**config.mk**
```make
export PLATFORM = sky130hd
export DESIGN_NAME = tx_frame_fifo
export DESIGN_NICKNAME = d
export VERILOG_FILES = /design/src/uart_pkg.sv /design/src/tx_frame_fifo.sv
export SDC_FILE = /design/constraint.sdc
export NUM_CORES = 1
export LEC_CHECK = 0
export ABC_AREA = 1
export BUFFER_PORTS_ARGS = -buffer_cell sky130_fd_sc_hd__buf_2
export CAP_MARGIN = 40
export CORE_UTILIZATION = 40
export DETAILED_ROUTE_END_ITERATION = 10
export PLACE_DENSITY = 0.58
export SLEW_MARGIN = 20
export SYNTH_ARGS = -nofsm -noshare
export SYNTH_HDL_FRONTEND = slang
export SYNTH_SLANG_ARGS = --single-unit
export TNS_END_PERCENT = 50
```
**constraint.sdc**
```tcl
create_clock -name clk -period 2 [get_ports clk]
set_input_delay 0.1 -clock clk [delete_from_list [all_inputs] [get_ports clk]]
set_output_delay 0.1 -clock clk [all_outputs]
set_load 0.005 [all_outputs]
```
**src/uart_pkg.sv**
```systemverilog
`default_nettype none

package uart_pkg;

    // one queued byte plus its stop bit choice
    typedef struct packed {
        logic [7:0] data;     // byte to send, lsb goes out first
        logic       two_stop; // high selects two stop bits
    } tx_frame_t;

    // framer line states, data bits share one state with an index
    typedef enum logic [2:0] {
        IDLE,   // line high, waiting for a frame
        START,  // start bit, line low
        DATA,   // eight data bits
        PARITY, // even parity bit
        STOP1,  // first stop bit
        STOP2   // optional second stop bit
    } framer_state_t;

endpackage

`default_nettype wire

```
**src/tx_frame_fifo.sv**
```systemverilog
`timescale 1ns/1ps
`default_nettype none

module tx_frame_fifo
    import uart_pkg::*;
#(
    parameter int FIFO_DEPTH = 4 // power of two
) (
    input  wire logic      clk,
    input  wire logic      reset,
    input  wire logic      in_valid,
    input  wire tx_frame_t in_frame,
    output logic           in_ready,
    output logic           out_valid,
    output tx_frame_t      out_frame,
    input  wire logic      out_ready
);

    localparam int AW = (FIFO_DEPTH > 1) ? $clog2(FIFO_DEPTH) : 1;
    localparam int CW = $clog2(FIFO_DEPTH + 1);

    tx_frame_t         mem [FIFO_DEPTH]; // frame storage
    logic [AW-1:0]     wr_ptr;
    logic [AW-1:0]     rd_ptr;
    logic [CW-1:0]     count;            // number of frames held
    logic              push;
    logic              pop;

    assign in_ready  = (count != CW'(FIFO_DEPTH));
    assign out_valid = (count != '0);
    assign out_frame = mem[rd_ptr];      // head entry

    assign push = in_valid && in_ready;
    assign pop  = out_valid && out_ready;

    always_ff @(posedge clk) begin
        if (push) begin
            mem[wr_ptr] <= in_frame;
        end
    end

    always_ff @(posedge clk) begin
        if (reset) begin
            wr_ptr <= '0;
            rd_ptr <= '0;
            count  <= '0;
        end else begin
            if (push) begin
                wr_ptr <= wr_ptr + 1'b1; // wraps at the power-of-two depth
            end
            if (pop) begin
                rd_ptr <= rd_ptr + 1'b1;
            end
            case ({push, pop})
                2'b10:   count <= count + 1'b1;
                2'b01:   count <= count - 1'b1;
                default: count <= count; // none, or push and pop together
            endcase
        end
    end

endmodule

`default_nettype wire

```
# --- After elaboration in Yosys (flattened, before gate mapping) ---
# Memories as Yosys holds them, arrays and structs flattened. A register that Yosys moved wholly into a read port is not among the register bits.
# Cells that the tools add are included.
totals:
  ram_bits: 36
  regBits: 7
  n_memories: 1
  wordCells: 20
classes:
  addsub: 4
  n_eq_ne: 3
  mux: 5
  n_reduce_logical: 4
mem_list:
  columns: ["name", "words", "width", "rd", "rd_clocked_by_memory_dff", "write_ports", "line", "text"]
  rows:
  - ["mem", 4, 9, 1, 1, 1, "tx_frame_fifo.sv:22", "tx_frame_t mem [FIFO_DEPTH];"]
ops:
  columns: ["cell", "count"]
  rows:
  - ["case mux 3 bit (2 select lines)", 1]
  - ["adder 2 x 1 -> 2 bit (second input constant)", 2]
  - ["2-to-1 mux 2 bit", 2]
  - ["adder 3 x 1 -> 3 bit (second input constant)", 1]
  - ["inequality test 3 bit (second input constant)", 1]
  - ["nonzero test 3 bit", 1]
  - ["subtractor 3 x 1 -> 3 bit (second input constant)", 1]
  - ["== test 2 x 1 -> 1 bit (second input constant)", 1]
  - ["== test 2 bit (second input constant)", 1]
  - ["logical AND 1 bit", 2]
  - ["2-to-1 mux 1 bit", 2]
  - ["nonzero test 2 bit", 1]

# --- Logic depth before layout (Yosys ltp) ---
# Gate-level depths: netlist (run 1).
logic_depth:
  ltp_word: 4
  ltp_mapped: 13

# --- Least setup slack after synthesis (run 1) ---
# No wires, ideal clock.
synth_timing:
  path_kind: "register -> register"
  start: "register count[2]"
  end: "register count[2]"
  arrival_ps: 1505
  stages_incl_launch_ff: 14
  path_slack_ps: 383
  period_less_slack_ps: 1617
  path_buffers: 0
  setup_time_ps: 113
  cell_sequence: "dfxtp_1 inv_1 nand2_2 nand2_2 inv_2 ha_1 inv_1 fa_1 inv_1 nand2_1 nand3_1 nand2_1 nand2_1 nor2_1"
synth_between:
  elab_chain_len: 4
  elab_cells_between_ends: 10
  cone_classes: "add/sub: 2; eq/ne: 3; mux: 1; reduce/logical: 4"
synth_rtl:
  columns: ["item", "line", "text"]
  rows:
  - ["start: declaration", "tx_frame_fifo.sv:25", "logic [CW-1:0] count;"]
  - ["start signal: assignment", "tx_frame_fifo.sv:55", "2'b10: count <= count + 1'b1;"]
  - ["start signal: assignment", "tx_frame_fifo.sv:56", "2'b01: count <= count - 1'b1;"]
  - ["start signal: assignment", "tx_frame_fifo.sv:57", "default: count <= count;"]
  - ["nonzero test 3 bit *", "tx_frame_fifo.sv:30", "assign out_valid = (count != '0);"]
  - ["named net out_valid", "tx_frame_fifo.sv:14", "output logic out_valid,"]
  - ["logical AND 1 bit *", "tx_frame_fifo.sv:34", "assign pop = out_valid && out_ready;"]
  - ["named net pop", "tx_frame_fifo.sv:27", "logic pop;"]
  - ["== test 2 x 1 -> 1 bit or == test 2 bit (tied branches)", "tx_frame_fifo.sv:54", "case ({push, pop})"]
  - ["case mux 3 bit (2 select lines) or nonzero test 2 bit (tied branches)", null, null]
# Mark *: on every way through the listed nets, which the timed path passes. The rest lies on a longest branch.
# A chain may end at the register's enable or synchronous reset.

# --- Final worst setup path (run 1) ---
layout_timing:
  start: "register count[2]"
  end: "register count[2]"
layout_between:
  elab_chain_len: 4
  elab_cells_between_ends: 10
  cone_classes: "add/sub: 2; eq/ne: 3; mux: 1; reduce/logical: 4"
layout_rtl:
  columns: ["item", "line"]
  rows:
  - ["nonzero test 3 bit *", "tx_frame_fifo.sv:30"]
  - ["logical AND 1 bit *", "tx_frame_fifo.sv:34"]
  - ["named net pop", "tx_frame_fifo.sv:27"]
  - ["== test 2 x 1 -> 1 bit or == test 2 bit (tied branches)", "tx_frame_fifo.sv:54"]
  - ["case mux 3 bit (2 select lines) or nonzero test 2 bit (tied branches)", null]
# Marks and branches as above.

==> results by stage, run 1 <==
Outcome:
- The flow ran to the end, and the final reports show no timing, DRC or antenna violations.

Logic synthesis:
- The proportion of register bits with asynchronous set or reset after synthesis is 0%.
- Among all flip-flop cells after synthesis, the most frequent one is sky130_fd_sc_hd__edfxtp_1.
- Counting flops with a built-in enable in the synthesized netlist gives 36.
- The combined area of all synthesized cells is 0.00184 mm².
- The synthesized design spends more area on one cell type than any other, namely sky130_fd_sc_hd__edfxtp_1.
- The number of instances in the synthesized netlist is 154.
- The area share of the leading cell type in the synthesized netlist is 58.7%.
- The number of nets in the synthesized netlist is 173.
- In this run, synthesis produced a sequential element count of 45.
- The count of synthesis-stage warnings from yosys is 0.
- Sequential cells were found to cover slightly below 70% of the synthesized design area.
- The most common cell in the synthesized netlist is sky130_fd_sc_hd__edfxtp_1.
- Sorting the synthesized cells by area gives the leading types as sky130_fd_sc_hd__edfxtp_1, sky130_fd_sc_hd__dfxtp_1, sky130_fd_sc_hd__nor2_1, sky130_fd_sc_hd__o21ai_0, sky130_fd_sc_hd__ha_1.
- Yosys mapped the design onto 20 distinct sky130hd cell types.
- In the synthesized netlist, the cells that appear most often are sky130_fd_sc_hd__edfxtp_1, sky130_fd_sc_hd__nor2_1, sky130_fd_sc_hd__o21ai_0.
- The synthesized area per cell is 12.0 µm².

Placement:
- In this run, placement finished with an instance count of 231.
- The wire-length estimate of the detail-placed layout is 2.35 mm.
- The minimum setup slack after placement is around 220 ps.
- Buffers placed on the I/O ports in this run total 23.
- The placed instances occupy a cell area of 0.00203 mm².
- The congestion estimate from routability-driven global placement came to 0.723.

Global route:
- The number of global-route vias before repair was 1257.
- For this run the aggregate overflow at the end of global routing stands at 0.
- The wire length of the first global-routing pass is 5.74 mm.
- Entering global routing, the biggest net connects 19 pins.
- The overall global routing resource usage is 15.6%.
- The number of antenna violations at the first check in global routing is 0.

Finish:
- The final cell area excluding filler cells is approximately 0.0022 mm².
- The layout has 396 filler cells.
- In the final layout, the share of cells above drive strength 1 is 22.9%.
- After the last flow step, the layout net total stands at 206.
- The antenna diode instance count is 0.
- The final standard cell utilization of the core is 49.2%.
- The finished layout holds 240 standard cells, fillers aside.
- The area growth from synthesis to final layout is 17.1%.

Setup path:
- The highest fanout seen on the critical path is 4.
- The number of cells traversed by the worst register-to-register path is 13.
- In this run the critical register-to-register path is captured at count[2].
- The startpoint-to-endpoint class of the critical path is reg2reg.
- In this run the register-to-register setup slack is 200 ps.
- In this run the critical register-to-register path is launched from count[2].
- STA classifies the critical path startpoint as a register.
- The data required time of the worst path is 2190 ps.
- The arrival time at the worst endpoint is 1990 ps.
- The endpoint class of the critical path is a register.

Timing:
- Setup repair after global routing left no endpoint under its margin.
- Setup slack closes at around 200 ps.
- At the pin with the least slew margin, the transition time is between 300 and 400 ps.
- The final critical delay including setup and external delays is about 1800 ps.
- The post-route setup TNS is 0 ps.
- The number of failing hold endpoints at the final stage is 0.
- The period utilization is approximately nine tenths.
- The max-slew violation total from the final report is 0.
- The worst slew slack as a fraction of its limit is roughly three quarters.
- The maximum clock rate is 556 MHz.
- On the final layout, the worst clock skew is 6.81 ps.
- The final number of setup-violating endpoints is 0.

Routing:
- After detailed routing, the average wire length per cell comes to about 14 µm.
- Dividing the detail-routed via count by the number of cells gives 4.96.
- The number of nets still failing antenna checks after routing is 0.
- The final routed wirelength across all metal layers is 3.44 mm.
- In the routed design, unresolved DRC markers number 0.
- The DRC violation total after the first TritonRoute iteration is 57.
- The length of the first detailed-routing pass in iterations is 4.
- The routed layout has 1191 vias.

Clocking:
- The tree is rooted in a sky130_fd_sc_hd__clkbuf_8.
- Clock latency on the worst-skew pair, taken at its later pin, is roughly 300 ps.
- The number of buffers inserted by post-CTS setup repair is 0.
- The H-tree was split into 2 levels.
- The number of sinks on the clock net is 45.
- The clock input transition at the sequential cells of the worst setup and hold paths is 80 ps.
- The worst-case clock buffer depth is 2.
- Gates resized during post-CTS repair numbered 0.
- TritonCTS built the clock tree.
- In this run, CTS created clock tree buffers numbering 5.

Die:
- 24 I/O pins were placed.
- The overall die area is 0.00488 mm².
- The initial utilization of the core area, before any placement, comes to 42.0%.
- The number of rows created at floorplan is 24.
- Measured along the x axis, the die boundary spans 69.9 µm.
- In this run the standard cell core region covers between 0.004 and 0.005 mm².
- The die is 69.9 µm tall.

Pwr:
- The share of power burned in the clock network is 27.1%.
- The analysis attributes to net switching a power of 789 µW.
- The power density over the cells is 1200 mW/mm².
- The internal portion of the total power is 1.80 mW.
- The power share of the combinational group is 26.0%.
- For this design the static power due to leakage is 0.837 nW.
- The sequential group share of total power is 46.9%.
- The switching share of total power is 30.5%.
- Across the VDD grid, the largest voltage drop is 0.000460 V.

Min path:
- The number of instances on the worst hold path is 1.
- The worst hold path terminates at mem[0][0].
- In this run the most critical hold path is launched from in_frame[0].
- The worst hold path belongs to the class in2reg.

Job:
- Across the run, the number of max-cap violations was 0.
-- flip-flops by register name, indices dropped and copies added (netlist names), named ones only --
name    cells
rd_ptr      2
mem        36
count       3
wr_ptr      2
-- critical path, cell delays in order (launching register included) --
cell and delay, ps:
sky130_fd_sc_hd__dfxtp_1 390, sky130_fd_sc_hd__inv_1 100, sky130_fd_sc_hd__nand2_2 110, sky130_fd_sc_hd__nand2_2 70, sky130_fd_sc_hd__inv_2 70, sky130_fd_sc_hd__ha_1 160, sky130_fd_sc_hd__inv_1 70, sky130_fd_sc_hd__fa_1 380
sky130_fd_sc_hd__inv_1 60, sky130_fd_sc_hd__nand2_1 40, sky130_fd_sc_hd__nand3_1 80, sky130_fd_sc_hd__nand2_1 70, sky130_fd_sc_hd__nand2_1 50, sky130_fd_sc_hd__nor2_1 40
-- repair_timing --
action | in CTS | in global routing
setup endpoints to repair | 0 | 0
endpoints found under the hold margin | 0 | 3
hold buffers | 0 | 1
-- cell families (layout without fill, tap and decap cells) --
family	Yosys count	count (layout)	synth area share (%)
AND/OR/NAND/NOR	48	48	11.8
adder cells (fa/ha/maj)	6	6	4.48
flip-flops	45	45	68.5
buffers and inverters	21	55	5.43
AO/OA/AOI/OAI	34	34	9.85
-- layer usage --
layer / GRT usage (%) / up-vias / share of wire (%)
met1: 17.7 / 563 / 42
met2: 27.6 / 28 / 51
met3: 5.34 / 5 / 5.3
met4: 4.67 / 0 / 1.3
li1: - / 595 / -
met5: 0 / - / 0
-- how the worst max path moves through the flow --
stage / cells past startpoint / end / slack, ps / startpoint
2_1_floorplan: 13 / count[2] / 380 / count[2]
3_3_place_gp: 13 / count[2] / 350 / count[2]
3_5_place_dp: 13 / count[2] / 220 / count[2]
4_1_cts: 13 / count[2] / 210 / count[2]
5_1_grt: 13 / count[2] / 20 / count[2]
6_report: 13 / count[2] / 200 / count[2]
-- area by class of cell --
class | count | area (µm²) | share of cell area [%]
timing repair buffer | 29 | 163 | 7.54
clock inverter | 1 | 30.0 | 1.39
clock buffer | 7 | 86.3 | 4.00
multi-input combinational | 88 | 480 | 22.3
sequential | 45 | 1260 | 58.5
inverter | 18 | 70.1 | 3.25
tap | 52 | 65.1 | 3.02
-- power groups by stage --
stage / sequential [mW] / clock, mW / combinational, mW
2_1_floorplan: 1.20 / 0 / 0.479
3_3_place_gp: 1.23 / 0 / 0.646
3_5_place_dp: 1.24 / 0 / 0.677
4_1_cts: 1.22 / 0.712 / 0.684
5_1_grt: 1.23 / 0.755 / 0.776
6_report: 1.22 / 0.701 / 0.673
-- stage by stage --
stage	hold WS [ps]	total power, mW
4_1_cts	8.09	2.61
3_3_place_gp	310	1.88
2_1_floorplan	169	1.68
5_1_grt	5.17	2.76
6_report	15.9	2.59
3_5_place_dp	316	1.92
-- cells in the final DEF (no fill, tap or decap) --
cell	netlist	routed
sky130_fd_sc_hd__edfxtp_1	36	36
sky130_fd_sc_hd__nor2_1	26	26
sky130_fd_sc_hd__buf_2	0	23
sky130_fd_sc_hd__o21ai_0	18	18
sky130_fd_sc_hd__inv_1	16	16
sky130_fd_sc_hd__nand2_1	11	11
sky130_fd_sc_hd__o22ai_1	9	9
sky130_fd_sc_hd__dfxtp_1	9	9
sky130_fd_sc_hd__clkbuf_8	0	6
sky130_fd_sc_hd__a21oi_1	5	5
sky130_fd_sc_hd__nand3_1	5	5
sky130_fd_sc_hd__ha_1	5	5
sky130_fd_sc_hd__buf_4	1	5
sky130_fd_sc_hd__nand2_2	2	2
sky130_fd_sc_hd__o21ai_1	2	2
sky130_fd_sc_hd__nand2_4	2	2
sky130_fd_sc_hd__nor2_4	1	1
sky130_fd_sc_hd__inv_2	1	1
sky130_fd_sc_hd__inv_4	1	1
sky130_fd_sc_hd__nor2_2	1	1
sky130_fd_sc_hd__fa_1	1	1
sky130_fd_sc_hd__clkbuf_1	0	1
sky130_fd_sc_hd__bufinv_16	0	1
sky130_fd_sc_hd__dlygate4sd3_1	0	1
Power figures use the tool's default switching activity.
==> inputs of run 2 (changes only) <==
--- a/config.mk
+++ b/config.mk
@@ -8,9 +8,10 @@
 export ABC_AREA = 1
 export BUFFER_PORTS_ARGS = -buffer_cell sky130_fd_sc_hd__buf_2
 export CAP_MARGIN = 40
-export CORE_UTILIZATION = 40
+export CORE_MARGIN = 1
+export CORE_UTILIZATION = 56
 export DETAILED_ROUTE_END_ITERATION = 10
-export PLACE_DENSITY = 0.58
+export PLACE_DENSITY = 0.77
 export SLEW_MARGIN = 20
 export SYNTH_ARGS = -nofsm -noshare
 export SYNTH_HDL_FRONTEND = slang
==> run 2 against run 1 <==
Effect of this change:
- critical path depth stayed put
- global-route usage up 5.5 points
- total power shrank 11%
- fmax rose by 4.1%
- critical endpoint unchanged
- worst setup slack better by 72 ps
- hold slack better by 38 ps
- first-iteration DRC count fell by 16%
- clock power shrank 42%
- via count is 1.1% higher
- die area is 28% lower
==> results by stage, run 2 (synthesized netlist as in run 1, its figures left out) <==
Outcome:
- The run finished with clean final reports.

Timing:
- Setup violations remaining at the end of the flow were counted as 0.
- The final critical delay including setup and external delays is 1730 ps.
- The max-slew violation total from the final report is 0.
- The post-route setup TNS is 0 ps.
- The worst slew slack as a fraction of its limit is 70.8%.
- The worst clock skew is between 8 and 9 ps.
- The maximum clock rate is 580 MHz.
- The final critical path takes up 86.3% of the cycle.
- The number of failing hold endpoints at the final stage was 0.
- At the pin with the least slew margin, the transition time is 437 ps.
- Setup repair after global routing left no endpoint under its margin.

Routing:
- The wire length on met2 is ~1.6 mm.
- The amount of wire on met3 after detailed routing is 107 µm.
- In the final routed layout, each cell accounts on average for 13.1 µm.
- The uppermost signal routing layer after detailed routing is met4.
- Before antenna repair, the detailed router went through 4 iterations.
- The number of nets still failing antenna checks after routing is 0.
- The detailed router finished its first iteration with 48 violations.
- After detailed routing, the number of vias per cell comes to between 4 and 5.
- The routed layout has ~1200 vias.
- The met1 wire length is 1.44 mm.
- Summed over all layers, the routed wires come to 3.16 mm.
- For this run, design rule violations remaining after detail routing come to 0.

Global route:
- The first global-routing pass estimated 5.14 mm of wire.
- The number of antenna violations at the first check in global routing came to 0.
- The overall global routing resource usage is about a fifth.
- Entering global routing, the biggest net connects 19 pins.
- The number of global-route vias before repair is 1136.
- The leftover overflow at the end of global routing is 0.

Finish:
- The flip-flop count of the largest register, all copies and words added is 36.
- Measured on the finished design, the core utilization comes to 70.6%.
- 0 antenna diodes ended up in the layout.
- In the final layout, the registers with the most flip-flops are mem: 36 flops, count: 3 flops.
- Leaving out fill and tap cells, the most frequent cell in the layout is sky130_fd_sc_hd__edfxtp_1.
- The final layout contains 215 nets.
- Summing all multi-input logic gate instances after layout gives 480 µm².
- After routing the design area is 0.00217 mm².
- From synthesis to final layout, the design area changed by 17.9%.
- Of the cells placed in the final design, the portion with a size suffix greater than 1 is a little over a fifth.
- The filler cell count in the final layout is 219.
- The register bank with the most flops is mem.
- The area of all sequential standard cells is 0.00126 mm².
- The top cell types in the final layout, fill and taps aside, are sky130_fd_sc_hd__edfxtp_1, sky130_fd_sc_hd__nor2_1, sky130_fd_sc_hd__buf_2.

Die:
- The number of top-level pins is 24.
- The die is 59.4 µm tall.
- The starting utilization of the core area is 59.8%.
- The floorplan die width is 59.4 µm.
- The region available for standard cell placement spans 0.00308 mm².
- The floorplan has 20 rows.
- The die covers 0.00352 mm².

Pwr:
- The power density over the cells is between 1000 and 1500 mW/mm².
- The worst-case vdd ir drop is approximately 0.00063 V.
- The leakage power figure is 0.842 nW.

Setup path:
- The critical path is of the reg2reg type.
- Counting cells, the worst reg-to-reg path comes to 13.
- In this run the worst path has a maximum fanout of 4.
- The stage delay of the slowest cell on the critical path is 380 ps.
- STA classifies the critical path endpoint as a register.
- The setup slack of the worst register-to-register path is roughly 270 ps.
- The endpoint identified for the worst register-to-register timing path is count[2].
- Traced cell by cell, the critical path runs through inv_1, nand2_2, nand2_2, inv_2, ha_1, inv_1, fa_1, inv_1, nand2_1, nand3_1, nand2_1, nand2_1, nor2_1.
- STA puts the critical path data required time at between 2000 and 2500 ps.
- The most critical setup path has its startpoint at count[2].
- STA puts the critical path data arrival time at 1980 ps.
- The reg-to-reg startpoint is count[2].
- The cell class contributing the biggest share of worst-path delay is adder cells.
- The slowest stage of the critical path belongs to the cell sky130_fd_sc_hd__dfxtp_1.
- The total number of cells along the worst setup path is 13.
- The kind of start point of the critical path is a register.
- The end point of the critical path is count[2].
- The worst path buffer plus inverter count is 4.

Clocking:
- The H-tree generated during clock tree synthesis spans 2 levels.
- The clock reaches the later pin of the worst-skew pair after 350 ps.
- TritonCTS built the clock tree.
- The number of cells upsized or downsized after cts is 0.
- The number of sinks on the clock net is 45.
- The tree is rooted in a sky130_fd_sc_hd__clkbuf_4.
- The clock input transition at the sequential cells of the worst setup and hold paths is 120 ps.
- The clock passes through at most 2 buffers.
- In this run, CTS created clock tree buffers numbering 5.

Placement:
- The global placer's final weighted congestion is 0.836.
- The count of buffers inserted at the top-level ports is 23.
- The instance area after placement is roughly 0.0020 mm².
- Summed over all nets, the half-perimeter wirelength after detailed placement is 2.11 mm.

Job:
- Max-cap violations in this run came to 0.

Min path:
- The path type of the worst min-delay path is in2reg.
## run 2: changes by cell type in the layout (fill, tap and decap cells not counted), sizes merged
cell | previous run | this run
bufinv | 1 | 0
clkinvlp | 0 | 1
dlygate4sd3 | 1 | 10
## run 2: cell type report
class	instances	area share [%]
Clock inverter	1	0.346
Clock buffer	7	2.07
Multi-Input combinational cell	88	22.1
Inverter	18	3.23
Timing Repair Buffer	38	11.6
Tap cell	44	2.53
Sequential cell	45	58.1
## run 2: power by group
group	internal (mW)	switching, mW
sequential	1.12	0.0880
combinational	0.280	0.395
clock	0.139	0.268
total	1.54	0.751
## run 2: through the flow
stage / setup slack [ps] / hold WS [ps] / std cells / power [mW]
global placement: 343 / 312 / 223 / 1.87
finish: 274 / 54.3 / 241 / 2.29
CTS: 260 / 54.4 / 241 / 2.31
floorplan: 383 / 169 / 154 / 1.68
detailed placement: 297 / 320 / 223 / 1.90
global route: 73.5 / 38.2 / 241 / 2.46
## run 2: repair_timing
action                    in CTS  in global routing
hold buffers                  10                  0
setup buffers                  0                  0
hold endpoints to repair      40                  0
## run 2: per-layer routing
layer / vias up / GRT usage, %
li1: 617 / -
met1: 560 / 25.0
met2: 20 / 35.3
met3: 7 / 7.42
met4: 0 / 8.16
met5: - / 0
## run 2: worst register-to-register path, delay by kind of cell, from the launching register on
kind / cells / cell delay, ps
flip-flops: 1 / 380
buffers and inverters: 4 / 280
adder cells (fa/ha/maj): 2 / 540
AND/OR/NAND/NOR: 7 / 450
## run 2: worst min path at each step
stage                     start   endpoint  slack, ps  depth (start not counted)
floorplan                 reset  wr_ptr[0]        170                          1
global placement    in_frame[1]  mem[0][1]        310                          1
detailed placement  in_frame[8]  mem[3][8]        320                          1
CTS                   out_ready   register         50                          3
global route          out_ready  rd_ptr[1]         40                          3
finish                 in_valid  wr_ptr[0]         50                          3
