`src/uart_pkg.sv`:
```
`default_nettype none

package uart_pkg;

    // one queued byte plus its stop bit choice
    typedef struct packed {
        logic [7:0] data;     // byte to send, lsb goes out first
        logic       two_stop; // high selects two stop bits
    } tx_frame_t;

    // framer line states, data bits share one state with an index
    typedef enum logic [2:0] {
        IDLE,   // line high, waiting for a frame
        START,  // start bit, line low
        DATA,   // eight data bits
        PARITY, // even parity bit
        STOP1,  // first stop bit
        STOP2   // optional second stop bit
    } framer_state_t;

endpackage

`default_nettype wire

```
`src/uart_tx_framer.sv`:
```
`timescale 1ns/1ps
`default_nettype none

module uart_tx_framer
    import uart_pkg::*;
#(
    parameter int CLKS_PER_BIT = 4
) (
    input  wire logic      clk,
    input  wire logic      reset,
    input  wire logic      frame_valid,
    input  wire tx_frame_t frame,
    output logic           frame_ready,
    output logic           tx,
    output logic           busy,
    output logic           frame_done
);

    localparam int CW = (CLKS_PER_BIT > 1) ? $clog2(CLKS_PER_BIT) : 1;

    framer_state_t state;
    tx_frame_t     frame_q;  // frame being sent
    logic [CW-1:0] clk_cnt;  // cycles spent in the current bit
    logic [2:0]    bit_idx;  // data bit on the line
    logic          bit_end;
    logic          parity;
    logic          last_stop;

    assign bit_end     = (clk_cnt == CW'(CLKS_PER_BIT - 1));
    assign parity      = ^frame_q.data; // even parity
    assign last_stop   = (state == STOP2) || (state == STOP1 && !frame_q.two_stop);
    assign frame_ready = (state == IDLE);
    assign busy        = (state != IDLE);
    assign frame_done  = last_stop && bit_end;

    always_ff @(posedge clk) begin
        if (frame_valid && frame_ready) begin
            frame_q <= frame;
        end
    end

    always_ff @(posedge clk) begin
        if (reset) begin
            state   <= IDLE;
            clk_cnt <= '0;
            bit_idx <= '0;
            tx      <= 1'b1; // line idles high
        end else begin
            if (state == IDLE || bit_end) begin
                clk_cnt <= '0;
            end else begin
                clk_cnt <= clk_cnt + 1'b1;
            end

            case (state)
                IDLE: begin
                    if (frame_valid) begin
                        state   <= START;
                        bit_idx <= '0;
                        tx      <= 1'b0; // start bit from the next cycle
                    end
                end
                START: begin
                    if (bit_end) begin
                        state <= DATA;
                        tx    <= frame_q.data[0];
                    end
                end
                DATA: begin
                    if (bit_end) begin
                        if (bit_idx == 3'd7) begin
                            state <= PARITY;
                            tx    <= parity;
                        end else begin
                            bit_idx <= bit_idx + 3'd1;
                            tx      <= frame_q.data[bit_idx + 3'd1];
                        end
                    end
                end
                PARITY: begin
                    if (bit_end) begin
                        state <= STOP1;
                        tx    <= 1'b1;
                    end
                end
                STOP1: begin
                    if (bit_end) begin
                        state <= frame_q.two_stop ? STOP2 : IDLE;
                    end
                end
                STOP2: begin
                    if (bit_end) begin
                        state <= IDLE;
                    end
                end
                default: begin
                    state <= IDLE;
                    tx    <= 1'b1;
                end
            endcase
        end
    end

endmodule

`default_nettype wire

```
`config.mk`:
```
export PLATFORM = sky130hd
export DESIGN_NAME = uart_tx_framer
export DESIGN_NICKNAME = d
export VERILOG_FILES = /design/src/uart_pkg.sv /design/src/uart_tx_framer.sv
export SDC_FILE = /design/constraint.sdc
export NUM_CORES = 1
export LEC_CHECK = 0
export BUFFER_PORTS_ARGS = -buffer_cell sky130_fd_sc_hd__buf_2
export CAP_MARGIN = 15
export CORE_AREA = 3 3 47 49
export CTS_CLUSTER_DIAMETER = 200
export DETAILED_ROUTE_END_ITERATION = 12
export DIE_AREA = 0 0 50 52
export PLACE_DENSITY = 0.73
export SYNTH_ARGS = -nofsm -noshare
export SYNTH_HDL_FRONTEND = slang
export SYNTH_SLANG_ARGS = --single-unit
```
`constraint.sdc`:
```
create_clock -name clk -period 1.98 [get_ports clk]
set_input_delay 0.297 -clock clk [delete_from_list [all_inputs] [get_ports clk]]
set_output_delay 0.297 -clock clk [all_outputs]
set_load 0.02 [all_outputs]
```
Word level (Yosys, flattened, before mapping). Cells that the tools add are included.

Input port bits: 12. Logic and storage cells: 61. Output and inout port bits: 4. Flip-flop bits (word level): 18.

Mux-type cells: 21. Reduce and logical (&&, ||, !) cells: 15. Eq/ne operators: 15. Bitwise gates (word level): 1. Add/subtract/negate cells: 2. Order comparisons: 1.

Operators with widths (count): $mux W3 (11); $pmux W3 S6 (1); $ne A2 B2 Y1 const B (8); $eq A3 B3 Y1 const B (3); $reduce_xor A8 Y1 (1); $reduce_and A7 Y1 (1); $eq A3 B2 Y1 const B (2); $mux W1 (6); $pmux W3 S2 (1); $pmux W1 S5 (1); $reduce_and A5 Y1 (1); $lt A3 B4 Y1 const B (1); $reduce_and A4 Y1 (1); $reduce_or A2 Y1 (2); $add A3 B1 Y3 const B (1); $bmux W1 S3 (1); $eq A3 B1 Y1 const B (1); $logic_and A1 B1 Y1 (3); $logic_not A3 Y1 (1); $reduce_bool A3 Y1 (1); $add A2 B1 Y2 const B (1); $eq A2 B2 Y1 const B (1); $logic_or A1 B1 Y1 (2); $reduce_bool A2 Y1 (1); other kinds (2) (2).

Logic depth before layout (Yosys ltp). Gate-level depths: netlist of run 1.

Depth in word-level cells: 6. Depth in mapped cells: 6.

Worst setup path after synthesis of run 1. Ideal clock, no wire load.

Kind: reg2out. Start point: register state[1]. End point: output busy. Data arrival time: 1.404 ns. Path buffers: 1. Cell stages (with the launch flop): 4. Path slack: 0.279 ns. Required time: 1.683 ns. Cells stage by stage: dfxtp_1 -> buf_4 -> nor3_1 -> inv_1.

Word-level cells in the longest chain between the ends: 1.

RTL lines: start, declared (RTL line uart_tx_framer.sv:21) `framer_state_t state;`; start signal, assigned (RTL line uart_tx_framer.sv:88) `state <= frame_q.two_stop ? STOP2 : IDLE;`; $reduce_bool A3 Y1 (RTL line uart_tx_framer.sv:33) `assign busy = (state != IDLE);`; end, declared (RTL line uart_tx_framer.sv:15) `output logic busy,`.

Every way passes these cells.

Worst setup path after layout of run 1.
Start point: register bit_idx[0]. End point: register state[2].

Word-level cells in the longest chain between the ends: 3.

RTL lines: start, declared (RTL line uart_tx_framer.sv:24) `logic [2:0] bit_idx;`; start signal, assigned (RTL line uart_tx_framer.sv:75) `bit_idx <= bit_idx + 3'd1;`; $eq A3 B3 Y1 (RTL line uart_tx_framer.sv:71) `if (bit_idx == 3'd7) begin`; $ne A2 B2 Y1 (no source line); $reduce_and A7 Y1 (no source line).

Every way passes these cells. A chain may end at the register's enable or synchronous reset.

==> results of run 1 <==
## through the flow
step | util (%) | hold WS [ns]
floorplan | - | 0.3959
CTS | 58.03 | 0.1564
global route | 58.03 | 0.1514
detailed placement | 56.64 | 0.4238
global placement | 56.64 | 0.4151
finish | 58.03 | 0.1651
## cells in the final DEF (no fill, tap or decap), drive strengths merged, types with 4 or more instances in the layout
cell    netlist  routed
buf           3      20
nand2         4       4
nor2          6       6
edfxtp        9       9
mux2i         4       4
dfxtp         9       9
xnor2         7       7
## worst max-delay path by stage
stage	start	slack (ns)	end
2_1_floorplan	state[1]$_SDFFE_PP0P_	0.28	busy
3_5_place_dp	bit_idx[0]$_SDFFE_PP0P_	0.17	state[2]$_SDFFE_PP0P_
3_3_place_gp	bit_idx[0]$_SDFFE_PP0P_	0.29	tx$_SDFFE_PP1P_
4_1_cts	bit_idx[0]$_SDFFE_PP0P_	0.15	state[2]$_SDFFE_PP0P_
5_1_grt	bit_idx[0]$_SDFFE_PP0P_	0.03	state[2]$_SDFFE_PP0P_
6_report	bit_idx[0]$_SDFFE_PP0P_	0.14	state[2]$_SDFFE_PP0P_
## state kept, by name, summed over array words and instances, names as in the netlist
name / cells
frame_q: 9
bit_idx: 3
tx: 1
clk_cnt: 2
state: 3
## logic make-up (layout without fill, tap and decap cells)
kind of cell / count (synthesis) / after routing
simple gates: 28 / 28
compound gates: 15 / 15
fa+ha+maj: 3 / 3
flops: 18 / 18
buf+inv: 7 / 26
mux: 6 / 6
xor+xnor: 8 / 8
## cell type report
type | instances | share of cell area (%)
clock buffers | 3 | 2.041
clock inverters | 1 | 0.3401
inverters | 2 | 0.6803
multi-input cells | 60 | 42.86
flip-flops and latches | 18 | 40.82
well taps | 27 | 3.061
repair buffers | 20 | 10.20
## power by group
group	switching [mW]	internal, mW	total (mW)
sequential	0.0126	0.413	0.425
combinational	0.0550	0.0574	0.112
clock	0.113	0.0735	0.186
## routing by layer
layer | part of all wire (%) | vias to the layer above | track usage [%] | routed length (um)
li1 | - | 350 | - | -
met1 | 41 | 329 | 16.33 | 690
met2 | 52 | 15 | 25.65 | 860
met3 | 4.1 | 5 | 3.438 | 68
met4 | 2.8 | 0 | 11.06 | 46
met5 | 0 | - | 0 | 0
## synth_stat cells, types with 2 or more instances
cell,count,area [sq um]
xnor2_1,7,61.31
mux2i_1,4,40.04
a21oi_1,3,15.01
nor2_1,6,22.52
o21ai_0,2,10.01
o21a_1,2,15.01
and2_1,2,12.51
nor3_1,2,10.01
dfxtp_1,9,180.2
edfxtp_1,9,270.3
clkbuf_1,2,7.510
nand2b_1,2,12.51
buf_4,2,15.01
ha_1,3,37.54
nand2_1,4,15.01
nand3_1,2,10.01
inv_1,2,7.510
## critical path, stage by stage (launching register included)
cell      delay (ns)
dfxtp_1         0.37
ha_1            0.23
ha_1            0.23
a21o_1          0.19
a211oi_1        0.44
o21ai_0         0.17
a21oi_1         0.15
==> flow_summary.json, run 1 <==
{
  "setup_viol_count_final": 0,
  "drcViolationCount": 0,
  "cts_hold_buf": 0,
  "placed_cells": 127,
  "yosysWarnings": 0,
  "tightest_slew_ns": 0.4634,
  "synth_compound_area_share_pct": 11.02,
  "dp_hpwl_um": 1245,
  "avgSynthCellArea_sq_um": 11.35,
  "vdd_drop_max_mv": 0.4898,
  "r2r_end": "state[2]$_SDFFE_PP0P_",
  "fmax_ghz": 0.5445,
  "crit_fanout": 6,
  "drtIter0Drc": 6,
  "tns_ns": 0,
  "synth_cell_types": 39,
  "via_per_inst": 5.336,
  "fin_skew_ns": 0.004140,
  "grt.total_usage_pct": 15.07,
  "maxSlewHeadroom_pct": 68.92,
  "rr_worst_depth": 6,
  "antenna_found_initial": 0,
  "syn-num-nets": 100,
  "grt_pass1_wl_um": 2829,
  "synthCells": 85,
  "synth_edf_count": 9,
  "crit_arrival_ns": 2.07,
  "hp-start": "frame[7]",
  "cp.required_ns": 2.22,
  "wire_per_inst_um": 12.72,
  "fin_crit_ns": 1.836,
  "cts_tree": "built",
  "rows": 16,
  "post_cts_buffers": 0,
  "status": "finished, final reports clean",
  "period_share_pct": 92.75,
  "reg2reg_from": "bit_idx[0]$_SDFFE_PP0P_",
  "grt_overflow": 0,
  "layoutNonFillerInstCount": 131,
  "nFillCells": 164,
  "finalHoldViolCount": 0,
  "synth_seq_area_share_pct": 46.69,
  "start_util_pct": 50.72,
  "synth_top_family_by_area": "simple AND/OR/NAND/NOR gates",
  "synthMuxAreaShare_pct": 7.652,
  "h-tree-depth": 1,
  "clock-sinks": 18,
  "fin_area_sq_um": 1104,
  "cts_buffers": 3,
  "dpl_cell_area_sq_um": 1077,
  "synthToLayoutAreaGrowth_pct": 14.40,
  "synth-simple-area-share_pct": 19.20,
  "clock_latency_ns": 0.30,
  "power_density_nw_per_um2": 656.2,
  "whs_path_depth": 1,
  "n_antenna_cell": 0,
  "dp_slack_ns": 0.1740,
  "hold_path.class": "input port to flop",
  "die_w_um": 50,
  "drt_wl_total_um": 1666,
  "drive_gt1_share_pct": 26.92,
  "layout.nets": 120,
  "r2r_slack_ns": 0.14,
  "clock-root-buffer": "clkbuf_4",
  "path_class": "flop to flop",
  "dieArea_sq_um": 2600,
  "start_kind": "flop",
  "cts_resized": 0,
  "ant_nets": 0,
  "multi_input_area_sq_um": 473.0,
  "seq_area_sq_um": 450.4,
  "final_max_slew_viol_count": 0,
  "worst_slack_ns": 0.1436,
  "rsz0062_at_grt": "no",
  "power_uw": 724.1,
  "min_delay_worst_endpoint": "frame_q[7]$_DFFE_PP_",
  "synth_seq_cells": 18,
  "synthXorXnorAreaFrac_pct": 7.263,
  "vias": 699,
  "finalWeightedCongestion": 0.7861,
  "clockBufferDepth": 2,
  "synth_adder_area_share_pct": 3.891,
  "pin_count": 16,
  "p_leak_nw": 0.4449,
  "port_buffers": 15,
  "crit_path_end_kind": "flop",
  "grt_max_degree": 13,
  "die_h_um": 52,
  "syn-cell-area_sq_um": 964.7,
  "clk_pin_slew_ns": 0.10,
  "coreArea_sq_um": 1902,
  "synth-main-ff-cell": "edfxtp_1",
  "maxCapViolCount": 0,
  "first_pass_iters": 3,
  "grt_pass1_vias": 686,
  "synthArstFlopShare_pct": 0
}
Power figures use the tool's default switching activity.
==> run 2: changes to the inputs <==
--- a/config.mk
+++ b/config.mk
@@ -7,11 +7,12 @@
 export LEC_CHECK = 0
 export BUFFER_PORTS_ARGS = -buffer_cell sky130_fd_sc_hd__buf_2
 export CAP_MARGIN = 15
-export CORE_AREA = 3 3 47 49
+export CORE_AREA = 3 3 46 48
+export CTS_BUF_LIST = sky130_fd_sc_hd__clkbuf_2
 export CTS_CLUSTER_DIAMETER = 200
 export DETAILED_ROUTE_END_ITERATION = 12
-export DIE_AREA = 0 0 50 52
-export PLACE_DENSITY = 0.73
+export DIE_AREA = 0 0 49 51
+export PLACE_DENSITY = 0.76
 export SYNTH_ARGS = -nofsm -noshare
 export SYNTH_HDL_FRONTEND = slang
 export SYNTH_SLANG_ARGS = --single-unit
==> run 2 against run 1 <==
Against the previous run:
- global-route usage down 0.36 points
- final cell count down 3.8%
- cell area down 2.9%
- via count down 2.6%
- non-clock buffer count down 3
- highest routed layer unchanged
- sequential power up 1%
- clock skew up 0.012 ns
- critical path type is now flop to output pin
- maximum frequency up 2.2%
- largest power group unchanged
==> flow_summary.json, run 2 (synthesized netlist as in run 1, its figures left out) <==
{
  "cts_buffers": 3,
  "crit_arrival_ns": 1.50,
  "grt_pass1_vias": 648,
  "post_cts_buffers": 0,
  "dieArea_sq_um": 2499,
  "clockBufferDepth": 2,
  "tns_ns": 0,
  "nFillCells": 154,
  "dpl_cell_area_sq_um": 1052,
  "layout.nets": 117,
  "maxCapViolCount": 0,
  "first_pass_iters": 4,
  "finalWeightedCongestion": 0.7630,
  "clock-sinks": 18,
  "finalHoldViolCount": 0,
  "via_per_inst": 5.405,
  "rsz0062_at_grt": "no",
  "cts_tree": "built",
  "cts_hold_buf": 0,
  "grt_overflow": 0,
  "setup_viol_count_final": 0,
  "coreArea_sq_um": 1745,
  "port_buffers": 15,
  "final_common_cell": "buf_2",
  "drtIter0Drc": 24,
  "fin_crit_ns": 1.797,
  "rows": 15,
  "slowest_delay_ns": 0.45,
  "grt.total_usage_pct": 14.71,
  "start_kind": "flop",
  "start_util_pct": 55.27,
  "fmax_ghz": 0.5564,
  "tightest_slew_ns": 0.4463,
  "post-route-util_pct": 61.36,
  "ant_nets": 0,
  "die_w_um": 49,
  "clk_pin_slew_ns": 0.17,
  "drcViolationCount": 0,
  "cts_resized": 0,
  "vdd_drop_max_mv": 0.5569,
  "crit_fanout": 10,
  "final_cell_mix": "buf_2, dfxtp_1, edfxtp_1",
  "grt_max_degree": 14,
  "largest_reg_flops": 9,
  "dp_hpwl_um": 1261,
  "drive_gt1_share_pct": 24.75,
  "clock_latency_ns": 0.30,
  "cp.required_ns": 1.68,
  "crit_path_end_kind": "output pin",
  "grt_pass1_wl_um": 2760,
  "period_share_pct": 90.77,
  "drt_wl_total_um": 1700,
  "antenna_found_initial": 0,
  "h-tree-depth": 1,
  "n_antenna_cell": 0,
  "cp_cell_sequence": "buf_4 > nor3_1 > buf_2",
  "p_leak_nw": 0.4275,
  "top_regs": "frame_q: 9 flops, bit_idx: 3 flops, state: 3 flops",
  "die_h_um": 51,
  "final_max_slew_viol_count": 0,
  "maxSlewHeadroom_pct": 70.21,
  "slowest_stage": "dfxtp_1",
  "fin_area_sq_um": 1071,
  "pin_count": 16,
  "fin_skew_ns": 0.01566,
  "largest_register": "frame_q",
  "hold_path.class": "input port to flop",
  "clock-root-buffer": "clkbuf_2",
  "vias": 681,
  "synthToLayoutAreaGrowth_pct": 11.02,
  "wire_per_inst_um": 13.49,
  "power_density_nw_per_um2": 642.6,
  "status": "finished, final reports clean",
  "path_class": "flop to output pin"
}
[run 2: worst max-delay path, delay by kind of cell, from the launching register on]
family	cells	cell delay [ns]
buffers and inverters	2	0.45
DFF	1	0.45
and+or+nand+nor	1	0.32
[run 2: cell type report]
class | instances | area [sq um] | share of cell area (%)
inverters | 2 | 7.507 | 0.7009
clock buffers | 3 | 15.01 | 1.402
repair buffers | 17 | 90.09 | 8.411
clock inverters | 1 | 3.754 | 0.3505
well taps | 25 | 31.28 | 2.921
flip-flops and latches | 18 | 450.4 | 42.06
multi-input cells | 60 | 473.0 | 44.16
[run 2: report_power, final]
group	leakage (nW)	switching [mW]	internal, mW
Sequential	0.160	0.0181	0.413
Clock	0.0140	0.107	0.0439
Combinational	0.254	0.0512	0.0550
Total	0.427	0.176	0.512
[run 2: worst paths after layout]
check | start | to | slack (ns) | depth (start not counted)
hold / removal | frame[5] | frame_q[5]$_DFFE_PP_ | 0.16 | 1
setup / recovery | state[2]$_SDFFE_PP0P_ | frame_ready | 0.18 | 3
setup reg to reg | bit_idx[0]$_SDFFE_PP0P_ | bit_idx[1]$_SDFFE_PP0P_ | 0.19 | 6
hold reg to reg | clk_cnt[0]$_SDFF_PP0_ | clk_cnt[0]$_SDFF_PP0_ | 0.44 | 1
[run 2: stage by stage]
stage               std cells  setup slack, ns  hold slack [ns]  total power [mW]
global route              126          0.01012           0.1362            0.7219
global placement          122           0.2748           0.4154            0.5428
detailed placement        122           0.2656           0.4294            0.5459
floorplan                  85           0.2785           0.3959            0.5171
CTS                       126           0.1654           0.1503            0.6964
finish                    126           0.1827           0.1579            0.6883
[run 2: metal layers]
metal / up-vias / track usage [%] / part of all wire [%]
met3: 2 / 2.041 / 4.4
met2: 17 / 25.57 / 49
met1: 316 / 17.44 / 45
met5: - / 0 / 0
met4: 0 / 8.531 / 1.0
li1: 346 / - / -
==> run 3: changes to the inputs <==
--- a/config.mk
+++ b/config.mk
@@ -7,12 +7,12 @@
 export LEC_CHECK = 0
 export BUFFER_PORTS_ARGS = -buffer_cell sky130_fd_sc_hd__buf_2
 export CAP_MARGIN = 15
-export CORE_AREA = 3 3 46 48
+export CORE_AREA = 3 3 57 59
 export CTS_BUF_LIST = sky130_fd_sc_hd__clkbuf_2
 export CTS_CLUSTER_DIAMETER = 200
 export DETAILED_ROUTE_END_ITERATION = 12
-export DIE_AREA = 0 0 49 51
-export PLACE_DENSITY = 0.76
+export DIE_AREA = 0 0 60 62
+export PLACE_DENSITY = 0.52
 export SYNTH_ARGS = -nofsm -noshare
 export SYNTH_HDL_FRONTEND = slang
 export SYNTH_SLANG_ARGS = --single-unit
==> run 3 against run 2 <==
Against the previous run:
- clock skew shrank 0.015 ns
- wire length increased by 2.5%
- largest power group unchanged
- count of clock-buffer cells in the layout stayed put
- register-to-register slack improved by 0.04 ns
- sequential cell count unchanged
- final cell count grew 5.6%
- global-route usage is 4.0 points lower
- first-iteration DRC count decreased by 50%
- critical path type unchanged
- maximum frequency decreased by 2.9%
- clock power is 8% higher
- utilization is 22 points lower
==> flow_summary.json, run 3 (synthesized netlist as in run 1, its figures left out) <==
{
  "crit_path_end_kind": "output pin",
  "final_cell_mix": "buf_2, dfxtp_1, edfxtp_1",
  "layout.nets": 118,
  "final_common_cell": "buf_2",
  "vdd_drop_max_mv": 0.3664,
  "post-route-util_pct": 39.56,
  "largest_register": "frame_q",
  "via_per_inst": 5.075,
  "wire_per_inst_um": 13.11,
  "status": "finished, final reports clean",
  "h-tree-depth": 1,
  "fin_crit_ns": 1.852,
  "ant_nets": 0,
  "path_class": "flop to output pin",
  "grt.total_usage_pct": 10.73,
  "path_buf_inv": 2,
  "tightest_slew_ns": 0.4565,
  "clock-sinks": 18,
  "clockBufferDepth": 2,
  "post_cts_buffers": 0,
  "largest_reg_flops": 9,
  "final_max_slew_viol_count": 0,
  "seq_area_sq_um": 450.4,
  "first_pass_iters": 6,
  "multi_input_area_sq_um": 478.0,
  "nFillCells": 287,
  "n_antenna_cell": 0,
  "cts_buffers": 3,
  "vias": 675,
  "tns_ns": 0,
  "top_regs": "frame_q: 9 flops, bit_idx: 3 flops, state: 3 flops",
  "drt_wl_total_um": 1743,
  "crit_fanout": 9,
  "grt_max_degree": 14,
  "fmax_ghz": 0.5400,
  "dp_hpwl_um": 1308,
  "finalHoldViolCount": 0,
  "hold_slack_ns": 0.1448,
  "antenna_found_initial": 0,
  "layoutNonFillerInstCount": 133,
  "finalWeightedCongestion": 0.7476,
  "die_w_um": 60,
  "clock_latency_ns": 0.31,
  "crit_family": "flip-flops",
  "start_util_pct": 34.98,
  "drcViolationCount": 0,
  "cp_cell_sequence": "buf_4 > nand2b_1 > nand3_1 > nor2_1 > buf_2",
  "hold_path.class": "input port to flop",
  "period_share_pct": 93.53,
  "drive_gt1_share_pct": 26.47,
  "placed_cells": 129,
  "synthToLayoutAreaGrowth_pct": 13.10,
  "rows": 19,
  "die_h_um": 62,
  "slowest_delay_ns": 0.59,
  "pin_count": 16,
  "clock-root-buffer": "clkbuf_2",
  "dieArea_sq_um": 3720,
  "grt_pass1_vias": 636,
  "cp.required_ns": 1.68,
  "start_kind": "flop",
  "clk_pin_slew_ns": 0.17,
  "maxCapViolCount": 0,
  "crit_arrival_ns": 1.55,
  "fin_skew_ns": 0.001102,
  "power_uw": 703.2,
  "slowest_stage": "dfxtp_1",
  "grt_overflow": 0,
  "power_density_nw_per_um2": 644.5,
  "setup_viol_count_final": 0,
  "coreArea_sq_um": 2758,
  "port_buffers": 15,
  "grt_pass1_wl_um": 2898,
  "maxSlewHeadroom_pct": 69.52,
  "rsz0062_at_grt": "no",
  "p_leak_nw": 0.4336,
  "drtIter0Drc": 12,
  "cts_tree": "built"
}
run 3: area by class of cell:
type                            count  area share [%]
Clock inverter                      1          0.3440
Timing Repair Buffer               18           8.945
Sequential cell                    18           41.28
Clock buffer                        3           1.376
Inverter                            2          0.6881
Multi-Input combinational cell     60           43.81
Tap cell                           31           3.555
run 3: metrics by stage:
stage | setup slack (ns) | instance area (sq um)
3_5_place_dp | 0.2416 | 1067
6_report | 0.1282 | 1091
2_1_floorplan | 0.2785 | 964.7
5_1_grt | 0.01285 | 1091
3_3_place_gp | 0.2483 | 1067
4_1_cts | 0.1148 | 1086
run 3: repair_timing:
item,in CTS,in global routing
resized for setup,0,1
hold endpoints to repair,0,0
hold buffers,0,0
endpoints found under the setup margin,0,2
run 3: path summary, 6_finish.rpt:
check	depth (start not counted)	end	startpoint	slack, ns
worst max-delay path	5	frame_done	state[0]$_SDFFE_PP0P_	0.13
worst max register to register	6	state[2]$_SDFFE_PP0P_	bit_idx[0]$_SDFFE_PP0P_	0.23
worst min-delay path	1	frame_q[1]$_DFFE_PP_	frame[1]	0.14
worst min register to register	1	clk_cnt[0]$_SDFF_PP0_	clk_cnt[0]$_SDFF_PP0_	0.45
run 3: metal layers:
layer | up-vias | global-route usage, % | share of wire (%) | wire length, um
li1 | 347 | - | - | -
met2 | 11 | 16.51 | 46 | 801
met3 | 5 | 2.686 | 3.6 | 62
met1 | 312 | 13.92 | 48 | 843
met4 | 0 | 5.696 | 2.0 | 35
met5 | - | 0 | 0 | 0
run 3: where the power goes:
part | internal (mW) | leakage (nW) | switching [mW] | total (mW)
Clock | 0.0439 | 0.0140 | 0.119 | 0.163
Sequential | 0.413 | 0.160 | 0.0166 | 0.430
Combinational | 0.0579 | 0.260 | 0.0522 | 0.110
Total | 0.515 | 0.434 | 0.188 | 0.703
run 3: worst register-to-register path, stage by stage (launching register included):
cell	delay, ns
dfxtp_1	0.39
ha_1	0.21
ha_1	0.22
a21o_1	0.19
a211oi_1	0.41
o21ai_0	0.16
a21oi_1	0.13
